File: src/fe_addr_pkg.sv
// address, history and index widths for the fetch front end
// referenced by scoped name from the RTL, never imported
`default_nettype none

package fe_addr_pkg;

  localparam int addr_w = 32;
  typedef logic [addr_w-1:0] addr_t; // byte address

  // fetch block size, fetch addresses keep the low 5 bits zero
  localparam int block_bytes = 32;

  localparam int ght_w = 8;
  typedef logic [ght_w-1:0] ght_t; // newest outcome in bit 0

  // history slice per predictor table
  localparam int hist_a_w = 2;
  localparam int hist_b_w = 4;
  localparam int hist_c_w = 8;

  // address bits above the block offset that index the predictor
  localparam int pc_idx_w = 4;

endpackage

`default_nettype wire

File: src/fe_ctrl_pkg.sv
// control encodings shared by the front end blocks
// branch kinds from the back end and four-phase handshake states
`default_nettype none

package fe_ctrl_pkg;

  // kind of branch that ends a fetch block
  typedef enum logic [1:0] {
    br_jump = 2'd0,
    br_cond = 2'd1,
    br_call = 2'd2,
    br_ret  = 2'd3
  } br_kind_t;

  // req/ack FSM, shared by the fetch sender and the resolve receiver
  typedef enum logic [1:0] {
    hs_idle     = 2'd0,
    hs_req      = 2'd1,
    hs_wait_low = 2'd2
  } hs_state_t;

endpackage

`default_nettype wire

File: src/fetch_sequencer.sv
// walks the fetch pointer in 32-byte blocks and sends each address over req/ack
// picks the next block from BTB hit, predictor, return stack or a pending redirect
`timescale 1ns/1ps
`default_nettype none

module fetch_sequencer #(
  parameter fe_addr_pkg::addr_t RESET_ADDR = 32'h0000_0400
) (
  input  wire                     clk,
  input  wire                     rst,
  output logic                    fetch_req,
  output fe_addr_pkg::addr_t      fetch_addr,
  input  wire                     fetch_ack,
  input  wire                     hit,
  input  fe_ctrl_pkg::br_kind_t   hit_kind,
  input  fe_addr_pkg::addr_t      hit_target,
  input  wire                     pred_taken,
  input  fe_addr_pkg::addr_t      top_addr,
  output logic                    push,
  output logic                    pop,
  output fe_addr_pkg::addr_t      push_addr,
  output logic                    flush,
  input  wire                     redirect_valid,
  input  fe_addr_pkg::addr_t      redirect_addr,
  input  fe_addr_pkg::ght_t       redirect_ght,
  output fe_addr_pkg::ght_t       ght
);

  localparam fe_addr_pkg::addr_t step = fe_addr_pkg::block_bytes;

  fe_ctrl_pkg::hs_state_t state;
  logic                   choose; // ack sampled high while req is up
  logic                   pend_valid;
  fe_addr_pkg::addr_t     pend_addr;
  fe_addr_pkg::ght_t      pend_ght;
  fe_addr_pkg::addr_t     next_addr;
  fe_addr_pkg::ght_t      next_ght;
  logic                   do_push;
  logic                   do_pop;
  logic                   do_flush;

  assign fetch_req = (state == fe_ctrl_pkg::hs_req);
  assign choose    = fetch_req && fetch_ack;
  assign push_addr = fetch_addr + step; // return lands after the call block

  always_comb begin
    next_addr = fetch_addr + step;
    next_ght  = ght;
    do_push   = 1'b0;
    do_pop    = 1'b0;
    do_flush  = 1'b0;
    if (redirect_valid) begin // a fresh redirect replaces the pending one
      next_addr = redirect_addr;
      next_ght  = redirect_ght;
      do_flush  = 1'b1;
    end else if (pend_valid) begin
      next_addr = pend_addr;
      next_ght  = pend_ght;
      do_flush  = 1'b1;
    end else if (hit) begin
      unique case (hit_kind)
        fe_ctrl_pkg::br_jump: next_addr = hit_target;
        fe_ctrl_pkg::br_call: begin
          next_addr = hit_target;
          do_push   = 1'b1;
        end
        fe_ctrl_pkg::br_ret: begin
          next_addr = top_addr;
          do_pop    = 1'b1;
        end
        default: begin // conditional
          if (pred_taken) next_addr = hit_target;
          next_ght = {ght[fe_addr_pkg::ght_w-2:0], pred_taken};
        end
      endcase
    end
  end

  assign push  = choose && do_push;
  assign pop   = choose && do_pop;
  assign flush = choose && do_flush;

  always_ff @(posedge clk) begin
    if (rst) begin
      state      <= fe_ctrl_pkg::hs_idle;
      fetch_addr <= RESET_ADDR;
      ght        <= '0;
    end else begin
      unique case (state)
        fe_ctrl_pkg::hs_idle: state <= fe_ctrl_pkg::hs_req;
        fe_ctrl_pkg::hs_req: begin
          if (fetch_ack) begin
            state      <= fe_ctrl_pkg::hs_wait_low;
            fetch_addr <= next_addr;
            ght        <= next_ght;
          end
        end
        fe_ctrl_pkg::hs_wait_low: if (!fetch_ack) state <= fe_ctrl_pkg::hs_req;
        default: state <= fe_ctrl_pkg::hs_idle;
      endcase
    end
  end

  // redirect waits here until the next choice point
  always_ff @(posedge clk) begin
    if (rst) pend_valid <= 1'b0;
    else if (choose) pend_valid <= 1'b0;
    else if (redirect_valid) pend_valid <= 1'b1;
  end

  always_ff @(posedge clk) begin
    if (redirect_valid) begin
      pend_addr <= redirect_addr;
      pend_ght  <= redirect_ght;
    end
  end

endmodule

`default_nettype wire

File: config.mk
export PLATFORM = sky130hd
export DESIGN_NAME = fetch_sequencer
export DESIGN_NICKNAME = d
export VERILOG_FILES = /design/src/fe_addr_pkg.sv /design/src/fe_ctrl_pkg.sv /design/src/fetch_sequencer.sv
export SDC_FILE = /design/constraint.sdc
export NUM_CORES = 1
export LEC_CHECK = 0
export ABC_AREA = 1
export BUFFER_PORTS_ARGS = -buffer_cell sky130_fd_sc_hd__buf_2
export CAP_MARGIN = 10
export CORE_UTILIZATION = 48
export CTS_CLUSTER_DIAMETER = 50
export DETAILED_ROUTE_END_ITERATION = 8
export PLACE_DENSITY = 0.79
export SYNTH_ARGS = -nofsm -noshare
export SYNTH_HDL_FRONTEND = slang
export SYNTH_SLANG_ARGS = --single-unit
File: constraint.sdc
create_clock -name clk -period 1.88 [get_ports clk]
set_input_delay 0.282 -clock clk [delete_from_list [all_inputs] [get_ports clk]]
set_output_delay 0.282 -clock clk [all_outputs]
set_load 0.005 [all_outputs]
After elaboration in Yosys (flattened, before gate mapping)
Index checks and enable logic that the tools add are counted.
- register bits after elaboration: 83
- bits of input ports: 112
- output and inout bits: 76
- word-level logic and storage cells: 49
- $add $sub $neg: 1
- equal/unequal tests: 7
- muxes and demuxes: 22
- reduce and logical (&&, ||, !) cells: 13
- operators with widths (cell ; count):
    32-bit two-way mux ; 4
    32-bit one-hot mux with 2 select lines ; 1
    32-bit by 6-bit adder with 32-bit output (second input constant) ; 1
    8-bit two-way mux ; 4
    1-bit two-way mux ; 10
    2-bit == test (second input constant) ; 3
    2-bit one-hot mux with 3 select lines ; 1
    1-bit logical AND ; 4
    2-bit zero test ; 2
    2-bit two-way mux ; 2
    2-bit AND reduction ; 2
    4-bit AND reduction ; 1
    2-bit OR reduction ; 2
    3-bit by 1-bit != test with 1-bit output (second input constant) ; 1
    3-bit nonzero test ; 1
    3-bit OR reduction ; 1
    2-bit by 1-bit == test with 1-bit output (second input constant) ; 1
    2-bit by 1-bit != test with 1-bit output (second input constant) ; 1
    2-bit != test (second input constant) ; 1

Logic depth before layout (Yosys ltp)
Gate-level depths: netlist of run 1.
- depth after elaboration: 6
- depth in mapped cells: 10
- mapped depth without buffers: 10

Least setup slack after synthesis of run 1
OpenSTA, ideal clock, no wires.
- kind: reg2out
- from: register fetch_addr[6]
- to: output port push_addr[27]
- arrival time: 1.284 ns
- data required time: 1.598 ns
- path slack: 0.314 ns
- cell stages (with the launch flop): 8
- buffers on the path: 0
- path through: dfxtp_1 -> ha_1 -> nand2_2 -> nor2_8 -> nand2_4 -> nor2_4 -> nand3_1 -> and2_1
- word-level cells in the longest chain between the ends: 1
- ends and longest elaborated chain (item ; line ; RTL):
    start, declared ; fetch_sequencer.sv:12 ; output fe_addr_pkg::addr_t fetch_addr,
    start signal, assigned ; fetch_sequencer.sv:94 ; fetch_addr <= next_addr;
    32-bit by 6-bit adder with 32-bit output ; fetch_sequencer.sv:44 ; assign push_addr = fetch_addr + step;
    end, declared ; fetch_sequencer.sv:21 ; output fe_addr_pkg::addr_t push_addr,
No other way between the ends.

Worst setup path in the final report of run 1
- from: register fetch_addr[6]
- to: output port push_addr[13]
Same word-level chain as after synthesis.

==> results.md, run 1 <==
Run status:
- The flow ran to the end, but the final reports show violations.
- The final reports fail on setup timing.

Route:
- Detailed routing inserted a total of 5,587 vias.
- The number of optimization iterations in the first detailed-route pass is 5.
- The average wire length per cell after detail routing is 16.1 µm.
- The total detailed-routing wirelength is 16,500 µm.
- The count of nets left with antenna violations once routing finished came out at 0.
- The iteration-0 DRC count of the detailed router is 449.
- The detailed-route DRC error count is 0.
- In the routed layout, each cell is associated on average with a via count of 5.47.

Floorplanning:
- The initial standard-cell utilization of the core is 50.2%.
- Pin placement for this block handled 188 I/O pins.
- The die is 104 µm wide.
- The die area is 10,800 µm².
- The row count is 36.
- The region available for standard cell placement spans 9910 µm².
- The floorplan step set the die height to 104 µm.

Synth:
- The cell count after synthesis is 659.
- The top flip-flop cell by instance count after synthesis is sky130_fd_sc_hd__dfxtp_1.
- Sequential cells were found to cover 41.5% of the synthesized design area.
- The net count after synthesis is 772.
- The async set or reset register ratio after synthesis is 0%.
- Yosys mapped a number of flops with a built-in enable equal to 40.
- After synthesis, the mean cell area works out to 7.54 µm².
- For this run, the number of Yosys warnings is 0.
- The flip-flop and latch count after synthesis is 83.
- The mapped netlist covers 4970 µm².
- The number of distinct library cells after synthesis is 37.

Timing:
- The count of final max-slew check failures is 0.
- Hold timing on the final database bottoms out at a slack of 113 ps.
- The measured slew at the worst slew-check pin is 567 ps.
- Setup violations remaining at the end of the flow were counted as 24.
- Setup repair after global routing could not meet its margin everywhere.
- The setup slack after layout is -168 ps.
- The headroom to the max-slew limit is 62.2%.
- For the finished layout, the period the worst path requires is 2050 ps.
- The clock arrives with 13.1 ps of skew.
- The number of hold violations in the final report is 0.
- The highest clock rate is 0.488 GHz.
- The portion of the clock cycle consumed by the worst path in the final layout is 109%.

Hold path:
- The hold path startpoint is redirect_addr[18].
- The classification of the worst-slack hold path is in2reg.
- The endpoint of the worst hold path is pend_addr[18].
- Counting instances, the worst hold path has a depth of 1.

Clock tree:
- Buffers inserted during clock tree synthesis total 9.
- The number of hold buffers added after CTS is 0.
- The H-tree was split into 3 levels.
- The maximum clock path buffer count is 2.
- The cell sitting at the root of the clock tree is a sky130_fd_sc_hd__clkbuf_8.
- The tree built by TritonCTS fans out to 83 sinks.
- The clock insertion delay at the later pin of the skew report is 360 ps.
- After clock tree synthesis, the clock-pin slew on the worst setup and hold paths is 90 ps.
- TritonCTS built the clock tree.

Critical path:
- On the critical path, the stage with the largest delay is an instance of sky130_fd_sc_hd__dfxtp_2.
- The reg-to-reg endpoint is fetch_addr[28].
- The type of origin of the critical path is a flop.
- The signal arrival time at the worst endpoint is 1770 ps.
- The setup check on the worst reg-to-reg path leaves a slack of -160 ps.
- The sort of element at the end of the critical path is an output pin.
- By startpoint and endpoint, the worst setup path is classified as reg2out.
- STA puts the critical path data required time at 1600 ps.
- The worst register-to-register path begins at fetch_addr[14].
- The critical-path maximum fanout is 5.
- The cell occurring most often along the worst timing path is sky130_fd_sc_hd__nand2_4.
- The critical path goes through ha_4 -> nand2_4 -> nor2_8 -> nand2_4 -> buf_4 -> buf_6 -> xnor2_4 -> buf_2.
- Measured in cells, the most critical reg-to-reg path has a length of 15.
- On the worst path, the slowest cell contributes a delay of 370 ps.

Placement:
- The count of buffers added on input and output ports is 187.
- The placer congestion estimate is 0.895.
- The area after detailed placement is 6070 µm².
- The placed wire-length estimate after detailed placement is 11,200 µm.

Final layout:
- The layout overhead on the synthesized area is 40.9%.
- At the end of the flow, the number of nets in the layout was 997.
- Registers take 2110 µm².
- 0 antenna diodes ended up in the layout.
- Of the cells placed in the final design, the portion with a size suffix greater than 1 is 41.4%.
- The area taken by multi-input logic gates is 2850 µm².
- Counting the fill cells in the layout gives 815.
- With fillers left out, the area of the finished cells amounts to 7000 µm².

Global routing:
- Entering global routing, the biggest net connects 52 pins.
- Global routing used 29.5% of the available tracks.
- Global routing finished with a remaining overflow of 0.
- The initial antenna violation count was 0.
- The first global-routing pass estimated 25,300 µm of wire.
- The via count of the first global-routing pass came to 5,059.

Power and ir drop:
- After layout, the design draws a total of 4.49 mW.
- The leakage power summed over all cells is 3.41 nW.
- The largest vdd supply drop is 0.361 mV.
- In this run the power density over the cells is 641 nW/µm².

Run:
- Max-cap violations in this run came to 0.
placed cells by master, fill, tap and decap left out, types with 2 or more instances in the layout:
cell type                  Yosys  final
sky130_fd_sc_hd__nand3_1     102     94
sky130_fd_sc_hd__buf_6         1     13
sky130_fd_sc_hd__inv_1        31     28
sky130_fd_sc_hd__xnor2_4       0      3
sky130_fd_sc_hd__dfxtp_4       0      9
sky130_fd_sc_hd__xnor2_2       0      4
sky130_fd_sc_hd__nor2_8        5      5
sky130_fd_sc_hd__and2_1        9      5
sky130_fd_sc_hd__o21ai_1       2      4
sky130_fd_sc_hd__a31oi_1       7      7
sky130_fd_sc_hd__a22oi_1       7      7
sky130_fd_sc_hd__buf_4         9     61
sky130_fd_sc_hd__inv_2         2      5
sky130_fd_sc_hd__o21ai_0      39     37
sky130_fd_sc_hd__edfxtp_1     40     40
sky130_fd_sc_hd__clkbuf_8      0     12
sky130_fd_sc_hd__clkinv_2      0      2
sky130_fd_sc_hd__and2_4        0      4
sky130_fd_sc_hd__nor3_1        3      3
sky130_fd_sc_hd__dfxtp_2       0     11
sky130_fd_sc_hd__buf_2        17    180
sky130_fd_sc_hd__nor2_2        2      5
sky130_fd_sc_hd__nand2_1     185    172
sky130_fd_sc_hd__nand3_2       0      7
sky130_fd_sc_hd__xor2_2        3      4
sky130_fd_sc_hd__dfxtp_1      43     23
sky130_fd_sc_hd__buf_12        0      2
sky130_fd_sc_hd__nand2_2       4     14
sky130_fd_sc_hd__a21oi_1      60     59
sky130_fd_sc_hd__nor2_1       35     28
sky130_fd_sc_hd__nor2_4        7     11
sky130_fd_sc_hd__o21bai_1      4      4
sky130_fd_sc_hd__nand2_4       4      7
sky130_fd_sc_hd__o211ai_1      5      5
final cells by class:
class / instances / area share [%]
multi-input combinational: 501 / 40.6
sequential: 83 / 30.1
timing repair buffer: 256 / 22.1
tap: 133 / 2.38
clock buffer: 12 / 2.36
inverter: 33 / 1.77
clock inverter: 4 / 0.679
cell families after synthesis:
logic type	after synthesis	synth area share, %
buf+inv	75	6.92
flops	83	41.5
simple gates	360	34.5
fa+ha+maj	1	0.252
xor+xnor	13	2.74
compound gates	127	14.1
sequential cells by signal, summed over array words and instances (netlist names):
name / count
fetch_addr: 32
ght: 8
pend_addr: 32
pend_ght: 8
pend_valid: 1
state: 2
cells in the mapped netlist (2+ instances only):
master,number,area share [%]
sky130_fd_sc_hd__buf_2,17,1.7
sky130_fd_sc_hd__a22oi_1,7,1.1
sky130_fd_sc_hd__nand3_1,102,10
sky130_fd_sc_hd__dfxtp_1,43,17
sky130_fd_sc_hd__nor2_1,35,2.6
sky130_fd_sc_hd__xor2_1,3,0.53
sky130_fd_sc_hd__nor3_1,3,0.30
sky130_fd_sc_hd__o21ai_0,39,3.9
sky130_fd_sc_hd__a21oi_1,60,6.0
sky130_fd_sc_hd__nand2_1,185,14
sky130_fd_sc_hd__buf_4,9,1.4
sky130_fd_sc_hd__nand2_2,4,0.50
sky130_fd_sc_hd__clkbuf_1,14,1.1
sky130_fd_sc_hd__xnor2_1,7,1.2
sky130_fd_sc_hd__o211ai_1,5,0.76
sky130_fd_sc_hd__nor2_2,2,0.25
sky130_fd_sc_hd__inv_1,31,2.3
sky130_fd_sc_hd__xor2_2,3,0.98
sky130_fd_sc_hd__o21bai_1,4,0.60
sky130_fd_sc_hd__nor2_8,5,2.0
sky130_fd_sc_hd__inv_2,2,0.15
sky130_fd_sc_hd__a31oi_1,7,0.88
sky130_fd_sc_hd__nor2_4,7,1.6
sky130_fd_sc_hd__nand2_4,4,0.91
sky130_fd_sc_hd__o21ai_1,2,0.20
sky130_fd_sc_hd__and2_1,9,1.1
sky130_fd_sc_hd__edfxtp_1,40,24
layer usage:
metal  wire (µm)  global-route usage (%)
met5           0                       0
met2        8020                    51.6
met4         355                    8.88
met1        6720                    36.3
met3        1400                    6.54
worst max-delay path, delay by kind of cell, from the launching register on:
kind | cells | cell delay (ps)
buffers and inverters | 3 | 400
flip-flops | 1 | 370
AND/OR/NAND/NOR | 3 | 300
XOR/XNOR | 1 | 170
adder cells (fa/ha/maj) | 1 | 160
timing repair:
action | CTS | global route
pin swaps | 28 | 24
endpoints found under the setup margin | 22 | 28
resized for setup | 54 | 48
setup buffers | 25 | 21
through the flow:
step | instances | utilization, % | setup slack [ps] | TNS [ps]
floorplan | 659 | - | 314 | 0
global placement | 961 | 61.2 | 170 | 0
detailed placement | 961 | 61.2 | 118 | 0
CTS | 1002 | 67.3 | -179 | -2280
global route | 1022 | 70.7 | -248 | -4180
finish | 1022 | 70.7 | -168 | -2340
power breakdown:
part / switching (mW) / leakage [nW] / internal, mW
Combinational: 0.527 / 2.55 / 0.428
Clock: 0.662 / 0.108 / 0.719
Sequential: 0.114 / 0.754 / 2.04
Total: 1.30 / 3.41 / 3.19
how the worst max path moves through the flow:
| stage | end | startpoint | depth (start not counted) | slack (ps) |
|---|---|---|---|---|
| final | push_addr[13] | fetch_addr[6] | 8 | -170 |
| after global routing | push_addr[25] | fetch_addr[13] | 8 | -250 |
| after CTS | push_addr[27] | fetch_addr[6] | 8 | -180 |
| after detailed placement | push_addr[27] | fetch_addr[5] | 8 | 120 |
| after global placement | push_addr[27] | fetch_addr[5] | 8 | 170 |
| after floorplan | push_addr[27] | fetch_addr[6] | 7 | 310 |
Power figures use the tool's default switching activity.
==> run 2: changes to the inputs <==
Settings changed: CORE_ASPECT_RATIO set to 0.6, CTS_CLUSTER_DIAMETER 50 to 100.
==> results.md, run 2 (synthesis gave the netlist of run 1 again) <==
Critical path:
- The type of origin of the critical path is a flop.
- The startpoint identified for the worst register-to-register timing path is fetch_addr[5].
- The largest delay contributor family on the critical path is simple AND/OR/NAND/NOR gates.
- The slowest stage cell on the critical path is sky130_fd_sc_hd__dfxtp_4.
- The critical path in this run is classified as reg2out.
- The cell occurring most often along the worst timing path is sky130_fd_sc_hd__nand2_1.
- The number of buffers and inverters on the critical path is 1.
- In this design, the stage delay of the slowest critical-path cell is 390 ps.
- The critical-path maximum fanout is 5.
- For the worst flop-to-flop path, the logic depth is 12.
- The worst path required time is 1600 ps.
- The worst register-to-register path ends at fetch_addr[27].
- For the worst setup path, the data arrival time is 1730 ps.
- STA classifies the critical path endpoint as an output pin.
- Traced cell by cell, the critical path runs through nand2_1 -> nor2_1 -> nand2_1 -> nor2_4 -> nand2_1 -> nand2_1 -> and2_1 -> buf_2.
- The flop-to-flop setup slack is 80 ps.

Clock tree:
- The buffer cell driving the clock tree root is sky130_fd_sc_hd__clkbuf_16.
- The count of clock tree sinks is 83.
- The maximum level of the CTS H-tree is 3.
- The clock-pin slew on the worst setup and hold paths is 60 ps.
- The clock insertion delay at the later pin of the skew report is 340 ps.
- The clock buffer count from CTS is 9.
- The maximum clock path buffer count is 2.
- The number of hold buffers added after CTS is 0.
- The clock tree from TritonCTS is built.

Placement:
- Once detailed placement completed, the half-perimeter wirelength came to 12,400 µm.
- The area after detailed placement is 6060 µm².
- At the placement stage, the worst setup path has a slack of 134 ps.
- The total of buffers placed on input and output ports is 187.
- The number of placed instances, taps included, is 962.
- Routability-driven placement finished with a final weighted congestion of 0.939.

Final layout:
- At the end of the flow the core is filled with cells to 68.2%.
- Across the whole layout, storage elements account for 2110 µm².
- The final-layout fill cell count is 827.
- The number of nets in the final layout is 969.
- Once layout is complete, the cells apart from fillers number 996.
- The library cell used most frequently in the layout, excluding fill and tap cells, is sky130_fd_sc_hd__buf_2.
- Leaving out fill and tap cells, the most frequent cells in the layout are sky130_fd_sc_hd__buf_2 (184), sky130_fd_sc_hd__nand2_1 (174), sky130_fd_sc_hd__nand3_1 (97).
- The fraction of final layout cells sized beyond drive strength 1 is 38.6%.
- The largest registers in the layout are fetch_addr (32), pend_addr (32).
- The area taken by multi-input logic gates is 2770 µm².
- The area growth from synthesis to layout is 36.5%.
- The number of antenna diodes in the final layout is 0.
- Summing all non-filler instances in the final layout gives an area of 6790 µm².

Hold path:
- The path with the worst hold slack has its endpoint at pend_addr[23].
- Along the worst hold path, the cell count comes to 1.
- The tightest min-delay check is of the in2reg type.
- The hold path startpoint is redirect_addr[23].

Route:
- In the detailed route, the total length drawn on met2 is 7510 µm.
- The number of optimization iterations in the first detailed-route pass is 5.
- The met1 layer wirelength in the final routing is 7430 µm.
- The iteration-0 DRC count of the detailed router is 528.
- The number of nets with antenna violations after routing is 0.
- The detailed-route via count is 5,540.
- The top layer used by detailed routing is met5.
- The total detailed-routing wirelength is 17,100 µm.
- After detailed routing, the met3 layer carries 1920 µm of wire.
- After detailed routing, the average wire length per cell comes to 17.1 µm.
- Using the TritonRoute via totals, the vias-per-cell ratio works out to 5.56.
- The detailed-route DRC error count is 0.

Timing:
- Setup violations remaining at the end of the flow were counted as 20.
- The number of hold violations in the final report is 0.
- For the final routed database, the setup TNS stands at -1650 ps.
- The final-layout worst hold slack is 131 ps.
- Counting I/O delays and the setup requirement, the final critical path takes 2010 ps.
- The measured slew at the worst slew-check pin is 455 ps.
- Between clock sinks in the finished design, the worst skew comes to 5.61 ps.
- The portion of the clock cycle consumed by the worst path in the final layout is 107%.
- The count of final max-slew check failures came to 0.
- Setup repair after global routing could not meet its margin everywhere.
- Derived from the worst setup path, the maximum achievable clock frequency is 0.497 GHz.
- In the post-route analysis, the smallest setup slack over all paths is -130 ps.
- The headroom to the max-slew limit is 69.6%.

Power and ir drop:
- IR analysis of the VDD net gives a maximum drop of 0.552 mV.
- The analysis attributes to cell leakage a power of 3.29 nW.
- Total power for the finished layout comes to 4.97 mW.
- Dividing total power by cell area gives a power density of 732 nW/µm².

Global routing:
- The via count of the first global-routing pass is 4,850.
- Global routing consumed, over all layers together, 31.0% of the routing resources.
- The wire length of the first global-routing pass is 25,400 µm.
- For this run the aggregate overflow at the end of global routing stands at 0.
- The initial antenna violation count is 1.
- Entering global routing, the biggest net connects 61 pins.

Floorplanning:
- The die area is 10,800 µm².
- The core area is 9950 µm².
- For this design the top-level I/O count stands at 188.
- In this run the vertical extent of the chip is 80.8 µm.
- From left edge to right edge, the die measures 133 µm.
- The row count is 28.
- The initial standard-cell utilization of the core is 50.0%.

Run:
- The total of max-cap violations is 0.

Run status:
- The run finished, with violations left.
- The checks that failed: setup timing.
-- run 2: changes by cell type in the layout (fill, tap and decap cells not counted), sizes merged --
cell	before	now
bufinv	1	2
buf	256	228
clkbuf	12	11
-- run 2: area by class of cell --
type                       instances  area share (%)
clock buffer                      11            3.43
sequential                        83            31.1
timing repair buffer             228            19.2
inverter                          33            1.82
tap                              135            2.49
multi-input combinational        501            40.8
clock inverter                     5            1.14
-- run 2: routing by layer --
metal  global-route usage [%]  vias up
li1                         -     2614
met1                     44.0     2558
met2                     48.1      344
met3                     7.49       22
met4                     5.80        2
met5                        0        -
-- run 2: worst max-delay path by stage --
stage / start / endpoint / slack [ps] / cells past startpoint
after floorplan: fetch_addr[6] / push_addr[27] / 310 / 7
after global routing: fetch_addr[13] / push_addr[25] / -230 / 8
after detailed placement: fetch_addr[5] / push_addr[31] / 130 / 8
after global placement: fetch_addr[5] / push_addr[25] / 180 / 8
after CTS: fetch_addr[6] / push_addr[25] / -120 / 8
final: fetch_addr[14] / push_addr[25] / -130 / 8
-- run 2: power by group --
group	internal [mW]	leakage [nW]	total, mW	switching (mW)
logic	0.386	2.38	0.920	0.533
clock network	1.16	0.150	1.88	0.724
registers	2.05	0.755	2.16	0.115
total	3.59	3.29	4.97	1.37
-- run 2: worst register-to-register path, stage by stage, from the launching register on --
cell	delay (ps)
sky130_fd_sc_hd__dfxtp_4	360
sky130_fd_sc_hd__ha_4	150
sky130_fd_sc_hd__nand2_4	60
sky130_fd_sc_hd__nor2_8	160
sky130_fd_sc_hd__nand2_4	80
sky130_fd_sc_hd__nor2_4	170
sky130_fd_sc_hd__nand3_2	100
sky130_fd_sc_hd__buf_6	130
sky130_fd_sc_hd__buf_6	100
sky130_fd_sc_hd__buf_4	120
sky130_fd_sc_hd__buf_4	130
sky130_fd_sc_hd__nand3_4	70
sky130_fd_sc_hd__a21oi_2	60
-- run 2: timing repair --
item,CTS,global route
cloned,0,0
pin swaps,16,22
gates resized for setup,30,55
buffers inserted,8,12
hold endpoints to repair,0,0
endpoints found under the setup margin,21,22
==> run 3: changes to the inputs <==
Settings changed: RECOVER_POWER set to 100.
==> results.md, run 3 (synthesis gave the netlist of run 1 again) <==
Timing:
- The measured slew at the worst slew-check pin is 1280 ps.
- The number of hold violations in the final report is 0.
- The minimum clock period after layout is 2010 ps.
- The worst clock skew is 5.41 ps.
- Setup repair after global routing could not meet its margin everywhere.
- After layout, the worst setup slack is -127 ps.
- The final critical path takes up 107% of the cycle.
- The number of setup violations in the final report is 23.
- The headroom to the max-slew limit is 14.7%.
- The highest clock rate is 0.498 GHz.
- The count of final max-slew check failures is 0.

Clock tree:
- The H-tree generated during clock tree synthesis spans 3 levels.
- The clock tree from TritonCTS is built.
- Clock tree synthesis selected as its root buffer the cell sky130_fd_sc_hd__clkbuf_16.
- Clock tree synthesis inserted a total of 9 buffers.
- Clock-pin slew was measured on the worst setup and hold paths at 60 ps.
- The clock insertion delay at the later pin of the skew report is 340 ps.
- The maximum clock path buffer count is 2.
- CTS saw 83 sinks.

Global routing:
- The wire length of the first global-routing pass is 25,400 µm.
- The via count of the first global-routing pass is 4,850.
- The largest net degree at the start of global routing is 61.
- The total routing usage reported by global routing is 31.0%.
- The residual overflow from global routing is 0.
- The initial antenna violation count is 0.

Placement:
- The placer congestion estimate is 0.939.
- The placed wire-length estimate after detailed placement is 12,400 µm.
- The total of buffers placed on input and output ports is 187.
- The placed cell count is 962.
- Prior to clock tree synthesis, the placed netlist has a worst setup slack of 134 ps.

Critical path:
- Walking the worst path, the cells encountered are ha_4 -> nand2_4 -> nor2_8 -> nand2_4 -> nor2_4 -> nand2_2 -> nand2_2 -> and2_4 -> buf_6.
- The setup path with the least slack is of type reg2out.
- In this run the worst path has a maximum fanout of 5.
- The sort of element at the end of the critical path is an output pin.
- STA puts the critical path data required time at 1600 ps.
- The type of origin of the critical path is a flop.
- The stage delay of the slowest cell on the critical path is 360 ps.
- The sum of buffers and inverters on the critical path is 1.
- The largest delay contributor family on the critical path is simple AND/OR/NAND/NOR gates.
- The slowest stage cell on the critical path is sky130_fd_sc_hd__dfxtp_4.
- At the worst endpoint, the arrival time is 1730 ps.

Hold path:
- The classification of the worst-slack hold path is in2reg.

Floorplanning:
- From left edge to right edge, the die measures 133 µm.
- The initial utilization of the core area, before any placement, comes to 50.0%.
- The die area is 10,800 µm².
- The total area inside the core boundary comes to 9950 µm².
- The die boundary height is 80.8 µm.
- The row count is 28.
- 188 I/O pins were placed.

Final layout:
- The fraction of final layout cells sized beyond drive strength 1 is 34.5%.
- Leaving out fill and tap cells, the most frequent cell in the layout is sky130_fd_sc_hd__nand2_1.
- 0 antenna diodes ended up in the layout.
- The area growth from synthesis to layout is 35.2%.
- The top cell types in the final layout, fill and taps aside, are sky130_fd_sc_hd__nand2_1 (175), sky130_fd_sc_hd__buf_2 (152), sky130_fd_sc_hd__nand3_1 (97).
- The number of cells in the finished layout apart from fillers is 996.
- The largest registers in the layout are fetch_addr (32), pend_addr (32).
- In the final design database the tool counted 969 nets.

Power and ir drop:
- Overall power consumption after layout is estimated at 4.96 mW.
- The leakage power summed over all cells is 3.18 nW.
- The largest vdd supply drop is 0.576 mV.
- For this design the ratio of total power to cell area is 737 nW/µm².

Route:
- In the routed layout, each cell is associated on average with a via count of 5.59.
- The detailed router finished its first iteration with 529 violations.
- The detailed-route DRC error count is 0.
- The routed layout has 5,570 vias.
- After detailed routing, the total wire length is 17,100 µm.
- The detail route stage leaves a number of antenna-violating nets equal to 0.
- The first detailed-routing pass ran for 5 iterations.
- The average wire length per cell after detail routing is 17.2 µm.

Run status:
- The run finished, with violations left.
- The final reports fail on setup timing.

Run:
- Max-cap violations in this run came to 0.
## run 3: changes by cell type in the layout (fill, tap and decap cells not counted), sizes merged
cell    change
buf        -33
clkbuf     +33
## run 3: what timing repair did
item                                    CTS  global route
setup buffers                             8            12
pin swaps                                16            22
endpoints found under the setup margin   21            22
endpoints found under the hold margin     0             0
gates resized for setup                  30            55
cloned                                    0             0
hold buffers                              0             0
## run 3: area by class of cell
type                            count  area (µm²)
Fill cell                         859        3230
Multi-Input combinational cell    501        2760
Sequential cell                    83        2110
Timing Repair Buffer              228        1250
Clock buffer                       11         233
Tap cell                          135         169
Inverter                           33         124
Clock inverter                      5        77.6
## run 3: final timing paths
| path | start | to | slack (ps) | cells past startpoint |
|---|---|---|---|---|
| setup / recovery | fetch_addr[5] | push_addr[27] | -130 | 9 |
| hold / removal | redirect_addr[25] | pend_addr[25] | 140 | 1 |
| setup reg to reg | state[0] | fetch_addr[21] | -80 | 8 |
| hold reg to reg | pend_ght[1] | ght[1] | 540 | 2 |
## run 3: layer usage
metal / part of all wire (%) / global-route usage (%)
met5: 0 / 0
met4: 1.2 / 5.80
met3: 12 / 7.49
met2: 44 / 48.1
met1: 43 / 44.0
## run 3: report_power, final
part | leakage [nW] | internal [mW] | total [mW] | switching [mW]
logic | 2.28 | 0.373 | 0.905 | 0.532
clock network | 0.150 | 1.16 | 1.89 | 0.728
registers | 0.755 | 2.05 | 2.16 | 0.115
## run 3: per-stage QoR
stage                     TNS (ps)  util [%]  cell area (µm²)  hold slack, ps
after floorplan                  0         -             4970             351
after global placement           0      60.9             6060             473
after detailed placement         0      60.9             6060             478
after CTS                    -1080      65.6             6530             126
after global routing         -6630      67.5             6720             129
final                        -1790      67.5             6720             135
